$ cat src/include/lc3b_macros.svh
`ifndef LC3B_MACROS_SVH
`define LC3B_MACROS_SVH

// data and instruction word
`define LC3B_WORD_W 16

// register index width
`define LC3B_REG_W 3

// general purpose registers r0..r7
`define LC3B_NREGS 8

`endif

$ cat src/design/lc3b_types.sv
`default_nettype none

`include "lc3b_macros.svh"

package lc3b_types;

	typedef logic [`LC3B_WORD_W-1:0] lc3b_word;
	typedef logic [`LC3B_REG_W-1:0] lc3b_reg;
	typedef logic [2:0] lc3b_nzp; // n, z, p

	typedef enum logic [3:0]
	{
		op_br   = 4'b0000,
		op_add  = 4'b0001,
		op_ldb  = 4'b0010,
		op_stb  = 4'b0011,
		op_jsr  = 4'b0100,
		op_and  = 4'b0101,
		op_ldr  = 4'b0110,
		op_str  = 4'b0111,
		op_rti  = 4'b1000,
		op_not  = 4'b1001,
		op_ldi  = 4'b1010,
		op_sti  = 4'b1011,
		op_jmp  = 4'b1100,
		op_shf  = 4'b1101,
		op_lea  = 4'b1110,
		op_trap = 4'b1111
	} lc3b_opcode;

	typedef enum logic [2:0]
	{
		alu_add,
		alu_and,
		alu_not,
		alu_pass,
		alu_sll,
		alu_srl,
		alu_sra
	} lc3b_aluop;

	typedef struct packed
	{
		lc3b_opcode opcode;
		lc3b_aluop aluop;
		logic ld_reg;
		logic ld_cc;
		logic sr1_needed;
		logic sr2_needed;
		logic uses_cc;        // branch reads nzp
		logic regfilemux_sel; // 0 ir[11:9], 1 ir[2:0]
		logic destmux_sel;    // 0 ir[11:9], 1 r7
		logic branch_stall;
		logic mem_read;
		logic mem_write;
	} lc3b_control_word;

	typedef struct packed
	{
		logic valid;
		logic ld_reg;
		logic ld_cc;
		lc3b_reg drid;
	} lc3b_hazard_src;

	typedef struct packed
	{
		logic ex_br;
		logic ex_indirect;
		logic mem;
		logic mem_br;
		logic icache;
	} lc3b_stall_req;

	typedef struct packed
	{
		lc3b_word npc;
		lc3b_word ir;
		lc3b_control_word cw;
		lc3b_word sr1;
		lc3b_word sr2;
		lc3b_reg dr;
		lc3b_nzp cc;
		logic valid;
	} lc3b_decoded;

endpackage : lc3b_types

`default_nettype wire

$ cat src/design/control_rom.sv
`timescale 1ns/1ps
`default_nettype none

module control_rom
(
	input lc3b_types::lc3b_word ir,
	output lc3b_types::lc3b_control_word ctrl
);

lc3b_types::lc3b_opcode opcode;

assign opcode = lc3b_types::lc3b_opcode'(ir[15:12]);

always_comb
begin
	ctrl = '0;
	ctrl.opcode = opcode;
	ctrl.aluop = lc3b_types::alu_add; // address adds by default
	case (opcode)
		lc3b_types::op_br:
		begin
			ctrl.uses_cc = 1'b1;
			ctrl.branch_stall = 1'b1;
		end
		lc3b_types::op_add, lc3b_types::op_and:
		begin
			ctrl.aluop = (opcode == lc3b_types::op_and) ? lc3b_types::alu_and
				: lc3b_types::alu_add;
			ctrl.ld_reg = 1'b1;
			ctrl.ld_cc = 1'b1;
			ctrl.sr1_needed = 1'b1;
			ctrl.sr2_needed = ~ir[5]; // imm5 form has no sr2
			ctrl.regfilemux_sel = 1'b1;
		end
		lc3b_types::op_not:
		begin
			ctrl.aluop = lc3b_types::alu_not;
			ctrl.ld_reg = 1'b1;
			ctrl.ld_cc = 1'b1;
			ctrl.sr1_needed = 1'b1;
		end
		lc3b_types::op_shf:
		begin
			if (!ir[4])
				ctrl.aluop = lc3b_types::alu_sll;
			else if (ir[5])
				ctrl.aluop = lc3b_types::alu_sra;
			else
				ctrl.aluop = lc3b_types::alu_srl;
			ctrl.ld_reg = 1'b1;
			ctrl.ld_cc = 1'b1;
			ctrl.sr1_needed = 1'b1;
		end
		lc3b_types::op_ldb, lc3b_types::op_ldr, lc3b_types::op_ldi:
		begin
			ctrl.ld_reg = 1'b1;
			ctrl.ld_cc = 1'b1;
			ctrl.sr1_needed = 1'b1; // base register
			ctrl.mem_read = 1'b1;
		end
		lc3b_types::op_stb, lc3b_types::op_str, lc3b_types::op_sti:
		begin
			ctrl.sr1_needed = 1'b1;
			ctrl.sr2_needed = 1'b1; // store source in ir[11:9]
			ctrl.mem_read = (opcode == lc3b_types::op_sti); // pointer fetch
			ctrl.mem_write = 1'b1;
		end
		lc3b_types::op_jsr:
		begin
			ctrl.aluop = lc3b_types::alu_pass;
			ctrl.ld_reg = 1'b1;
			ctrl.destmux_sel = 1'b1;
			ctrl.sr1_needed = ~ir[11]; // jsrr only
			ctrl.branch_stall = 1'b1;
		end
		lc3b_types::op_jmp:
		begin
			ctrl.aluop = lc3b_types::alu_pass;
			ctrl.sr1_needed = 1'b1;
			ctrl.branch_stall = 1'b1;
		end
		lc3b_types::op_lea:
		begin
			ctrl.ld_reg = 1'b1;
		end
		lc3b_types::op_trap:
		begin
			ctrl.aluop = lc3b_types::alu_pass;
			ctrl.ld_reg = 1'b1;
			ctrl.destmux_sel = 1'b1;
			ctrl.mem_read = 1'b1; // vector table
			ctrl.branch_stall = 1'b1;
		end
		default:
		begin
			ctrl.branch_stall = 1'b1; // rti
		end
	endcase
	if (ir == '0)
		ctrl = '0; // squashed nop
end

endmodule : control_rom

`default_nettype wire

$ cat src/design/regfile.sv
`timescale 1ns/1ps
`default_nettype none

`include "lc3b_macros.svh"

module regfile
(
	input logic clk,
	input logic rst_n,
	input logic load,
	input lc3b_types::lc3b_reg dest,
	input lc3b_types::lc3b_word in,
	input lc3b_types::lc3b_reg src_a,
	input lc3b_types::lc3b_reg src_b,
	output lc3b_types::lc3b_word reg_a,
	output lc3b_types::lc3b_word reg_b
);

lc3b_types::lc3b_word data [`LC3B_NREGS];

always_ff @(posedge clk or negedge rst_n)
begin
	if (!rst_n)
	begin
		for (int i = 0; i < `LC3B_NREGS; i++)
			data[i] <= '0;
	end
	else if (load)
		data[dest] <= in;
end

assign reg_a = data[src_a]; // no write bypass
assign reg_b = data[src_b];

endmodule : regfile

`default_nettype wire

$ cat src/design/dep_check_logic.sv
`timescale 1ns/1ps
`default_nettype none

module dep_check_logic
(
	input logic valid,
	input lc3b_types::lc3b_reg sr1,
	input lc3b_types::lc3b_reg sr2,
	input lc3b_types::lc3b_control_word cw,
	input lc3b_types::lc3b_hazard_src ex_src,
	input lc3b_types::lc3b_hazard_src mem_src,
	input lc3b_types::lc3b_hazard_src wb_src,
	output logic dep_stall
);

// one later stage against the sources this instruction reads
function automatic logic stage_hit
(
	input lc3b_types::lc3b_hazard_src src,
	input lc3b_types::lc3b_control_word c,
	input lc3b_types::lc3b_reg s1,
	input lc3b_types::lc3b_reg s2
);
	logic reg_hit;
	logic cc_hit;
	reg_hit = src.ld_reg && ((c.sr1_needed && (src.drid == s1))
		|| (c.sr2_needed && (src.drid == s2)));
	cc_hit = src.ld_cc && c.uses_cc; // branch waits on nzp
	return src.valid && (reg_hit || cc_hit);
endfunction

logic ex_hit;
logic mem_hit;
logic wb_hit;

assign ex_hit = stage_hit(ex_src, cw, sr1, sr2);
assign mem_hit = stage_hit(mem_src, cw, sr1, sr2);
assign wb_hit = stage_hit(wb_src, cw, sr1, sr2);

assign dep_stall = valid && (ex_hit || mem_hit || wb_hit);

endmodule : dep_check_logic

`default_nettype wire

$ cat src/design/decode_stall_logic.sv
`timescale 1ns/1ps
`default_nettype none

module decode_stall_logic
(
	input logic valid_in,
	input logic dep_stall,
	input lc3b_types::lc3b_stall_req stall_req,
	output logic valid,
	output logic load_ex
);

logic exec_busy;
logic mem_busy;
logic fetch_busy;

// group the downstream requests by stage
assign exec_busy = stall_req.ex_br || stall_req.ex_indirect;
assign mem_busy = stall_req.mem || stall_req.mem_br;
assign fetch_busy = stall_req.icache;

// any stall freezes id_ex
assign load_ex = ~(exec_busy || mem_busy || fetch_busy);

// a held instruction leaves a bubble behind it
assign valid = valid_in && !dep_stall;

endmodule : decode_stall_logic

`default_nettype wire

$ cat src/design/decode.sv
`timescale 1ns/1ps
`default_nettype none

module decode
(
	input logic clk,
	input logic rst_n,
	input lc3b_types::lc3b_word npc_in,
	input lc3b_types::lc3b_word ir_in,
	input logic valid_in,
	input logic wb_ld_reg,
	input logic wb_ld_cc,
	input lc3b_types::lc3b_word reg_data,
	input lc3b_types::lc3b_reg dest_reg,
	input lc3b_types::lc3b_nzp cc_data,
	input lc3b_types::lc3b_hazard_src ex_src,
	input lc3b_types::lc3b_hazard_src mem_src,
	input lc3b_types::lc3b_hazard_src wb_src,
	input lc3b_types::lc3b_stall_req stall_req,
	output lc3b_types::lc3b_decoded dec,
	output logic dep_stall,
	output logic decode_br_stall,
	output logic load_ex
);

lc3b_types::lc3b_control_word cw;
lc3b_types::lc3b_reg sr1_reg;
lc3b_types::lc3b_reg sr2_reg;
lc3b_types::lc3b_reg dr;
lc3b_types::lc3b_word sr1;
lc3b_types::lc3b_word sr2;
lc3b_types::lc3b_nzp cc;
logic valid;

control_rom control_store
(
	.ir(ir_in),
	.ctrl(cw)
);

assign sr1_reg = ir_in[8:6];
assign sr2_reg = cw.regfilemux_sel ? ir_in[2:0] : ir_in[11:9];
assign dr = cw.destmux_sel ? 3'd7 : ir_in[11:9]; // r7 link

regfile regfile_int
(
	.clk,
	.rst_n,
	.load(wb_ld_reg),
	.dest(dest_reg),
	.in(reg_data),
	.src_a(sr1_reg),
	.src_b(sr2_reg),
	.reg_a(sr1),
	.reg_b(sr2)
);

always_ff @(posedge clk or negedge rst_n)
begin
	if (!rst_n)
		cc <= 3'b010; // z set
	else if (wb_ld_cc)
		cc <= cc_data;
end

assign decode_br_stall = valid_in && cw.branch_stall;

dep_check_logic dep_check
(
	.valid(valid_in),
	.sr1(sr1_reg),
	.sr2(sr2_reg),
	.cw,
	.ex_src,
	.mem_src,
	.wb_src,
	.dep_stall
);

decode_stall_logic stall_logic
(
	.valid_in,
	.dep_stall,
	.stall_req,
	.valid,
	.load_ex
);

always_comb
begin
	dec.npc = npc_in;
	dec.ir = ir_in;
	dec.cw = cw;
	dec.sr1 = sr1;
	dec.sr2 = sr2;
	dec.dr = dr;
	dec.cc = cc;
	dec.valid = valid;
end

endmodule : decode

`default_nettype wire

$ cat src/design/id_ex_reg.sv
`timescale 1ns/1ps
`default_nettype none

module id_ex_reg
(
	input logic clk,
	input logic rst_n,
	input logic load,
	input lc3b_types::lc3b_decoded in,
	output lc3b_types::lc3b_decoded out
);

always_ff @(posedge clk or negedge rst_n)
begin
	if (!rst_n)
		out <= '0; // clears valid too
	else if (load)
		out <= in;
end

endmodule : id_ex_reg

`default_nettype wire

$ cat src/design/decode_unit.sv
`timescale 1ns/1ps
`default_nettype none

module decode_unit
(
	input logic clk,
	input logic rst_n,
	input lc3b_types::lc3b_word npc_in,
	input lc3b_types::lc3b_word ir_in,
	input logic valid_in,
	input logic wb_ld_reg,
	input logic wb_ld_cc,
	input lc3b_types::lc3b_word reg_data,
	input lc3b_types::lc3b_reg dest_reg,
	input lc3b_types::lc3b_nzp cc_data,
	input lc3b_types::lc3b_hazard_src ex_src,
	input lc3b_types::lc3b_hazard_src mem_src,
	input lc3b_types::lc3b_hazard_src wb_src,
	input lc3b_types::lc3b_stall_req stall_req,
	output lc3b_types::lc3b_decoded id_ex,
	output logic dep_stall,
	output logic decode_br_stall,
	output logic load_ex
);

lc3b_types::lc3b_decoded dec;

decode decode_stage
(
	.clk,
	.rst_n,
	.npc_in,
	.ir_in,
	.valid_in,
	.wb_ld_reg,
	.wb_ld_cc,
	.reg_data,
	.dest_reg,
	.cc_data,
	.ex_src,
	.mem_src,
	.wb_src,
	.stall_req,
	.dec,
	.dep_stall,
	.decode_br_stall,
	.load_ex
);

id_ex_reg id_ex_reg
(
	.clk,
	.rst_n,
	.load(load_ex),
	.in(dec),
	.out(id_ex)
);

endmodule : decode_unit

`default_nettype wire

$ cat config.mk
export PLATFORM = sky130hd
export DESIGN_NAME = decode_unit
export DESIGN_NICKNAME = d
export VERILOG_FILES = /design/src/design/lc3b_types.sv /design/src/design/control_rom.sv /design/src/design/regfile.sv /design/src/design/dep_check_logic.sv /design/src/design/decode_stall_logic.sv /design/src/design/decode.sv /design/src/design/id_ex_reg.sv /design/src/design/decode_unit.sv
export VERILOG_INCLUDE_DIRS = /design/src /design/src/include
export SDC_FILE = /design/constraint.sdc
export NUM_CORES = 1
export LEC_CHECK = 0
export ABC_AREA = 0
export BUFFER_PORTS_ARGS = -buffer_cell sky130_fd_sc_hd__buf_4
export CORE_MARGIN = 2
export CORE_UTILIZATION = 39
export CTS_CLUSTER_DIAMETER = 30
export DETAILED_ROUTE_END_ITERATION = 6
export GPL_TIMING_DRIVEN = 0
export PLACE_DENSITY = 0.56
export SYNTH_ARGS = -nofsm -noshare
export SYNTH_HDL_FRONTEND = slang
export SYNTH_HIERARCHICAL = 1
export SYNTH_SLANG_ARGS = --single-unit
$ cat constraint.sdc
create_clock -name clk -period 3.27 [get_ports clk]
set_input_delay 0.654 -clock clk [delete_from_list [all_inputs] [get_ports clk]]
set_output_delay 0.654 -clock clk [all_outputs]
set_load 0.05 [all_outputs]
* Word level (Yosys, flattened, before mapping)
Cells that the tools add are included.
** Word-level totals
- Bits in registers :: 219
- Input port bits :: 82
- Output and inout port bits :: 91
** Cells by class
- Reductions and logical operators :: 43
- Bitwise logic cells :: 6
- Equality and inequality tests :: 20
- $lt $le $gt $ge :: 4
- Mux-type cells :: 26
** Operator list (count)
- bitwise mux 128 bit :: 1
- binary-select mux 16 bit (select 3 bit) :: 2
- 2-to-1 mux 16 bit :: 5
- demux 16 bit (select 3 bit) :: 1
- equality test 4 bit, second input constant :: 7
- OR reduction 11 bit :: 2
- logical AND 1 bit :: 19
- equality test 3 bit :: 6
- 2-to-1 mux 17 bit :: 1
- equality test 4 x 3 -> 1 bit, second input constant :: 4
- zero test 16 bit :: 1
- >= comparator 4 bit, second input constant :: 3
- logical OR 1 bit :: 12
- NOT 3 -> 4 bit :: 3
- one-hot mux 3 bit (4 select lines) :: 1
- OR reduction 10 bit :: 1
- 2-to-1 mux 3 bit :: 3
- equality test 4 x 2 -> 1 bit, second input constant :: 2
- 2-to-1 mux 1 bit :: 8
- OR reduction 7 bit :: 1
- one-hot mux 1 bit (2 select lines) :: 3
- OR reduction 3 bit :: 2
- equality test 4 x 1 -> 1 bit, second input constant :: 1
- zero test 4 bit :: 1
- other kinds (6) :: 9

* Longest topological paths before layout
Gate-level depths: netlist of run 1.
- Depth after elaboration :: 16
- Gate-level depth with buffers :: 13

* By module
The synthesis of run 1 kept the hierarchy.
** Modules (own cells, without submodules)
- regfile :: times used 1, area an instance 7000.5 µm², sequential area each 3203.1 µm², cells each 393
- id_ex_reg :: times used 1, area an instance 3343.2 µm², sequential area each 2202.1 µm², cells each 186
- decode :: times used 1, area an instance 416.6 µm², sequential area each 76.3 µm², cells each 46
- control_rom :: times used 1, area an instance 302.8 µm², sequential area each 0.0 µm², cells each 47
- dep_check_logic :: times used 1, area an instance 272.8 µm², sequential area each 0.0 µm², cells each 37
- decode_stall_logic :: times used 1, area an instance 17.5 µm², sequential area each 0.0 µm², cells each 3

* Worst setup path after synthesis of run 1
OpenSTA, ideal clock, no wires.
- Path kind :: input port to output port
- From :: input ir_in[13]
- To :: output dep_stall
- Required time :: 2.616 ns
- Path buffers :: 1
- Arrival :: 3.176 ns
- Path slack :: -0.560 ns
- Stages :: 9
- Cell sequence :: buf_4 -> inv_1 -> nand2_1 -> nor2_1 -> mux2_1 -> xor2_1 -> o41ai_2 -> o21ai_0 -> a31oi_1
** RTL lines
- from (decl) :: line decode_unit.sv:9 : input lc3b_types::lc3b_word ir_in,
- to (decl) :: line decode_unit.sv:21 : output logic dep_stall,

==> results of run 1 <==
-- worst max-delay path, stage by stage --
cell	delay, ns
buf_4	0.16
inv_4	0.08
nand2_2	0.09
nor2_4	0.17
mux2_4	0.36
xor2_1	0.18
o41ai_2	0.32
o21ai_1	0.15
a31oi_4	0.19
buf_6	0.18
-- per-layer routing --
metal	up-vias	global-route usage, %	share of wire, %
li1	3135	-	-
met4	0	5.07	1.5
met2	219	30.9	47
met3	40	4.83	6.2
met1	3656	26.4	46
met5	-	0	0
-- placed cells by master, fill, tap and decap left out, types with 4 or more instances in the layout --
| master | synthesis | layout |
|---|---|---|
| xnor2_1 | 8 | 8 |
| nand2_1 | 8 | 7 |
| buf_6 | 15 | 16 |
| mux4_1 | 56 | 56 |
| dfrtp_1 | 218 | 218 |
| mux4_2 | 8 | 8 |
| buf_1 | 5 | 5 |
| clkbuf_8 | 0 | 9 |
| buf_4 | 41 | 189 |
| clkbuf_1 | 6 | 11 |
| bufinv_16 | 0 | 12 |
| mux2_4 | 20 | 23 |
| buf_2 | 14 | 14 |
| clkbuf_16 | 0 | 55 |
| a21oi_1 | 4 | 4 |
| mux2_2 | 228 | 228 |
| nor2_1 | 6 | 5 |
| clkinv_2 | 0 | 10 |
| xor2_1 | 10 | 10 |
| clkinvlp_4 | 0 | 6 |
-- worst max path at each step --
stage,cells past startpoint,end,slack [ns]
after CTS,10,dep_stall,0.02
after global placement,10,dep_stall,-0.32
final,10,dep_stall,0.08
after global routing,10,dep_stall,0.002
after detailed placement,10,dep_stall,-0.27
after floorplan,9,dep_stall,0.01
-- flip-flops by register name (all words and copies together), names as in the netlist --
register and flops:
decode_stage/regfile_int/data 128, id_ex_reg/out 88, decode_stage/cc 3
-- layout make-up --
cell class / instances / area [µm²] / area share [%]
Buffer: 84 / 608 / 4.02
Clock buffer: 69 / 1520 / 10.0
Clock inverter: 34 / 537 / 3.55
Inverter: 4 / 17.5 / 0.116
Multi-Input combinational cell: 405 / 5290 / 34.9
Sequential cell: 219 / 5480 / 36.2
Tap cell: 384 / 480 / 3.17
Timing Repair Buffer: 153 / 1200 / 7.94
-- report_power, final --
group	internal [mW]	leakage (nW)	switching [mW]
Sequential	3.38	2.67	0.390
Combinational	1.46	3.23	1.81
Clock	4.21	0.993	1.67
Total	9.05	6.89	3.87
-- cell families (layout without fill, tap and decap cells) --
group,count (synthesis),count (layout)
XOR/XNOR,18,18
buffers and inverters,88,344
flip-flops,219,219
AO/OA/AOI/OAI,20,20
multiplexers,318,318
AND/OR/NAND/NOR,49,49
-- timing repair --
| item | in CTS | in global routing |
|---|---|---|
| pin swaps | 2 | 3 |
| gates cloned | 0 | 0 |
| buffers inserted | 1 | 1 |
| setup endpoints to repair | 1 | 1 |
| hold endpoints to repair | 20 | 0 |
| hold buffers | 1 | 0 |
| resized for setup | 10 | 1 |
==> metrics.txt, run 1 <==
capturing element type of the critical path primary output; Core Box Area roughly 29000 µm²; setup-violating endpoint count in the final report 0; Max Cap Violations 0; share of layout cells above drive strength 1 62.2%; total die area between 30000 and 40000 µm²; clock-pin slew reported for the worst setup and hold paths after clock tree synthesis around 0.050 ns; final setup skew about 0.029 ns; worst hold path type in -> reg; horizontal die dimension 175 µm; CTS buffer count 55; Synthesis Warnings 6; Yosys top cell by area dfrtp_1; Worst-Skew Late Latency 0.56 ns; antenna cells 0; Post-DP HPWL 18900 µm; synthesized area divided by synthesized cell count ~16 µm²; R2R cell count 3; number of global-route vias before repair 7380; pin count of the biggest net entering global routing between 100 and 150; R2R setup slack around 1.7 ns; launch point of the critical path ir_in[13]; IO Count approximately 170; CTS Sinks around 220; Achievable Freq approximately 310 MHz; Max IR drop VDD between 0.6 and 0.7 mV; synth cell count leaders mux2_2 (228), dfrtp_1 (218), mux4_1 (56); hold_sp cc_data[2]; # fillers between 2000 and 2500; placed inst area ~13000 µm²; Synth Area in XOR/XNOR 1.39%; Reg-to-Reg End id_ex_reg/out[16]$_DFFE_PN0P_; Synth async-reset ratio 100%; number of register bits inferred by synthesis 219; number of flops mapped to enable cells by yosys 0; min Tclk post-route approximately 3.2 ns; adder-cell share of the synthesized area 0%; worst setup path class in -> out; Initial DRC Count roughly 260; ratio of total power to cell area 854 nW/µm²; status finished, final reports clean; smallest hold slack roughly 0.32 ns; vias per std cell between 5 and 6; Least-Margin Pin Slew 0.953 ns; category of the worst setup path launch point input pin; global-route usage over all layers between 10% and 20%; top flip-flop cell by instance count after synthesis dfrtp_1; basic-gate share of the synthesized area counting and, or, nand and nor cells under 10%; share of synthesized area spent on multiplexers between 40% and 50%; Synth Instances a little over 700; antenna violations before repair 0; worst setup timing slack at the placement stage -0.275 ns; post-layout power between 10 and 15 mW; Setup TNS 0 ns; sequential element share of the synthesized area about half; Mapped Area about 11000 µm²; Final Cycle Share ~98%; final global-route overflow total 0; Pins Over Slew Limit 0; Synth area leaders dfrtp_1 (48%), mux2_2 (23%), mux4_1 (13%); Unique masters post-synth 50; Layout Utilization a little over half; final critical-path setup slack between 0.07 and 0.08 ns; average detailed-routed wire length per instance 21.5 µm; Post-route DRC 0; IO Port Bufs 148; dominant cell by count in the synthesized netlist mux2_2; Max Root-Sink Buffers 3; worst hold path endpoint decode_stage/cc[2]$_DFFE_PN0P_; total placed cells including tap cells between 1000 and 1500; cell area after layout ~15000 µm²; startpoint of the lowest-slack register-to-register path decode_stage/regfile_int/data[105]$_DFFE_PN0P_; WP data required between 2 and 3 ns; final RePlAce weighted congestion approximately 0.75; largest family of logic cells by synthesized area multiplexers; initial standard-cell utilization of the core between 30 and 40%; Vias approximately 7000; final number of hold-violating endpoints 0; post-route non-filler standard cell count approximately 1400; number of detailed-route iterations in the first pass 4; clock tree from TritonCTS yes; die boundary height about 170 µm; unrepaired setup endpoints after global routing no; Detailed Route WL just under 30000 µm; data arrival time of the critical path between 2 and 3 ns; max_slew headroom a little over a third; cell depth of the worst hold path 2; Antenna Nets Post-Route 0; root buffer cell clkbuf_16; compound-gate portion of the synthesized area 1.28%; Std-Cell Rows just over 60; wire length of the first global-routing pass 44800 µm; H-tree levels 2; area fraction of the dominant cell type after synthesis between 40% and 50%; leakage component of the power between 6 and 7 nW; critical path fanouts, max 10; nets in the synthesized netlist around 790; NumNets Final 1004; Layout Area Growth over Synthesis 33.3%
Power figures use the tool's default switching activity.
==> run 2: changes to the inputs <==
PLACE_DENSITY = 0.57   (was 0.56)
SYNTH_HIERARCHICAL = not set   (was 1)
==> metrics.txt, run 2 <==
Synth area leaders dfrtp_1 (51%), mux2_2 (13%), mux4_2 (10%); number of register bits inferred by synthesis 219 (unchanged); antenna cells 0 (unchanged); Max Cap Violations 0 (unchanged); average detailed-routed wire length per instance 22.0 µm (+2.5%); Yosys top cell by area dfrtp_1; dominant cell by count in the synthesized netlist dfrtp_1; Pins Over Slew Limit 0 (unchanged); final RePlAce weighted congestion 0.801 (+7.2%); Least-Margin Pin Slew 1.06 ns (+0.109 ns); Synth Instances 839 (+18%); area fraction of the dominant cell type after synthesis 50.8% (+2.8 points); critical path fanouts, max 6 (-4); IO Count 173 (unchanged); synth cell count leaders dfrtp_1 (218), nand2_1 (168), mux2_2 (120); final global-route overflow total 0 (unchanged); initial standard-cell utilization of the core 39.7% (+0.16 points); WP data required 2.62 ns (about the same); wire length of the first global-routing pass 48800 µm (+8.8%); final number of hold-violating endpoints 0 (unchanged); max reg flops 128 (unchanged); NumNets Final 1151 (+15%); unrepaired setup endpoints after global routing no; Synth async-reset ratio 100% (unchanged); clock-pin slew reported for the worst setup and hold paths after clock tree synthesis 0.04 ns (about the same); data arrival time of the critical path 2.56 ns (+0.02 ns); clock tree from TritonCTS yes; registers with the most flip-flops decode_stage.regfile_int.data: 128 flops, id_ex_reg.out: 88 flops, decode_stage.cc: 3 flops; commonest non-fill, non-tap cell in the layout dfrtp_1; die boundary height 170 µm (-2.7%); H-tree levels 2 (unchanged); ratio of total power to cell area 829 nW/µm² (-2.9%); leakage component of the power 6.58 nW (-4.4%); sequential element share of the synthesized area 51.1% (+2.8 points); Layout Utilization 53.5% (+0.73 points); number of detailed-route iterations in the first pass 4 (unchanged); Unique masters post-synth 54 (+8.0%); Detailed Route WL 32100 µm (+10%); total die area 28900 µm² (-5.3%); synthesized area divided by synthesized cell count 12.8 µm² (-20%); Vias 7980 (+13%); capturing element type of the critical path primary output; Post-route DRC 0 (unchanged); post-layout power 12.0 mW (-7.3%); Most flops, register decode_stage.regfile_int.data; worst setup path class in -> out; root buffer cell clkbuf_16; Initial DRC Count 587 (+130%); global-route usage over all layers 22.2% (+2.9 points); Worst-Skew Late Latency 0.54 ns (-0.02 ns); worst hold path type in -> async; CTS buffer count 53 (-3.6%); Achievable Freq 311 MHz (-0.55%); most frequent cells in the layout dfrtp_1 (218), buf_4 (171), nand2_1 (168); CTS Sinks 219 (unchanged); number of global-route vias before repair 8179 (+11%); R2R setup slack 1.87 ns (+0.19 ns); antenna violations before repair 0 (unchanged); category of the worst setup path launch point input pin; pin count of the biggest net entering global routing 80 (-26%); IO Port Bufs 164 (+11%); Layout Area Growth over Synthesis 34.6%; horizontal die dimension 170 µm (-2.7%); Synthesis Warnings 0 (-6); nets in the synthesized netlist 921 (+16%); Final Cycle Share 98.2% (+0.54 points); status finished, final reports clean; Antenna Nets Post-Route 0 (unchanged); top flip-flop cell by instance count after synthesis dfrtp_1; Core Box Area 27000 µm² (-5.8%); number of buffers inserted by hold repair at cts 0 (-1); Std-Cell Rows 60 (-3.2%); # fillers 2401 (-1.5%); Max Root-Sink Buffers 3 (unchanged); final setup skew 0.00853 ns (-0.0204 ns); max_slew headroom 29.2% (-7.3 points); vias per std cell 5.49 (+5.3%); Max IR drop VDD 0.510 mV (-18%); min Tclk post-route 3.21 ns (+0.0176 ns); number of flops mapped to enable cells by yosys 0 (unchanged); share of layout cells above drive strength 1 44.5% (-18 points); setup-violating endpoint count in the final report 0 (unchanged); Post-DP HPWL 21300 µm (+13%); R2R cell count 3 (unchanged); Mapped Area 10700 µm² (-5.5%); smallest hold slack 0.0546 ns (-0.266 ns)
run 2: changes by cell type in the layout (fill, tap and decap cells not counted), moves of 18 or more:
cell	before	now
clkbuf_1	11	50
buf_4	189	171
mux2_4	23	0
mux4_2	8	48
mux4_1	56	0
mux2_2	228	120
nand2_1	7	168
o21ai_0	3	30
mux2i_1	0	33
run 2: where the power goes:
group	internal [mW]	switching, mW
clock	3.84	1.57
combinational	1.15	1.67
sequential	3.34	0.420
run 2: stage by stage:
| step | worst slack [ns] | setup TNS, ns | instances | cell area, µm² |
|---|---|---|---|---|
| finish | 0.0588 | 0 | 1454 | 14400 |
| CTS | 0.00900 | 0 | 1453 | 14400 |
| global placement | -0.240 | -44.17 | 1344 | 12400 |
| global route | 0.00590 | 0 | 1454 | 14400 |
| floorplan | 0.126 | 0 | 839 | 10700 |
| detailed placement | -0.249 | -0.249 | 1347 | 12500 |
run 2: final cells by class:
class                   count  area (µm²)  area share, %
clock buffers              79        1570           10.9
repair buffers            176        1380           9.53
clock inverters            20         303           2.10
inverters                   7        26.3          0.182
plain buffers              57         292           2.02
well taps                 341         427           2.95
multi-input cells         555        4970           34.4
flip-flops and latches    219        5480           37.9
run 2: kinds of logic (layout without fill, tap and decap cells):
kind of cell	Yosys count	after routing	share of synthesized area (%)
XOR/XNOR	15	15	1.22
flip-flops	219	219	51.1
buffers and inverters	65	339	2.98
multiplexers	216	216	27.5
AND/OR/NAND/NOR	218	218	8.80
AO/OA/AOI/OAI	106	106	8.38
run 2: metal layers:
metal / wire length [µm] / global-route usage, %
met3: 1810 / 4.30
met2: 14700 / 35.6
met5: 0 / 0
met1: 14900 / 30.8
met4: 720 / 6.61
run 2: worst paths after layout:
path | from | endpoint
setup / recovery | ir_in[13] | dep_stall
hold / removal | rst_n | id_ex_reg.out[55]$_DFFE_PN0P_
setup reg to reg | decode_stage.regfile_int.data[12]$_DFFE_PN0P_ | id_ex_reg.out[35]$_DFFE_PN0P_
hold reg to reg | decode_stage.cc[0]$_DFFE_PN0P_ | id_ex_reg.out[1]$_DFFE_PN0P_
max in group asynchronous | rst_n | decode_stage.regfile_int.data[25]$_DFFE_PN0P_
min in group clk | npc_in[0] | id_ex_reg.out[72]$_DFFE_PN0P_
run 2: worst max-delay path: stages:
cell and delay (ns):
buf_4 0.13, or3b_1 0.36, buf_6 0.14, buf_4 0.16, mux2i_4 0.21, buf_12 0.13, nor2_2 0.04, nor4_4 0.31
nor3_2 0.09, a21boi_2 0.14, buf_6 0.18
run 2: timing repair:
action / CTS / global route
gates resized for setup: 7 / 3
buffers inserted: 8 / 1
endpoints found under the setup margin: 1 / 1
cloned: 0 / 0
pin swaps: 5 / 1
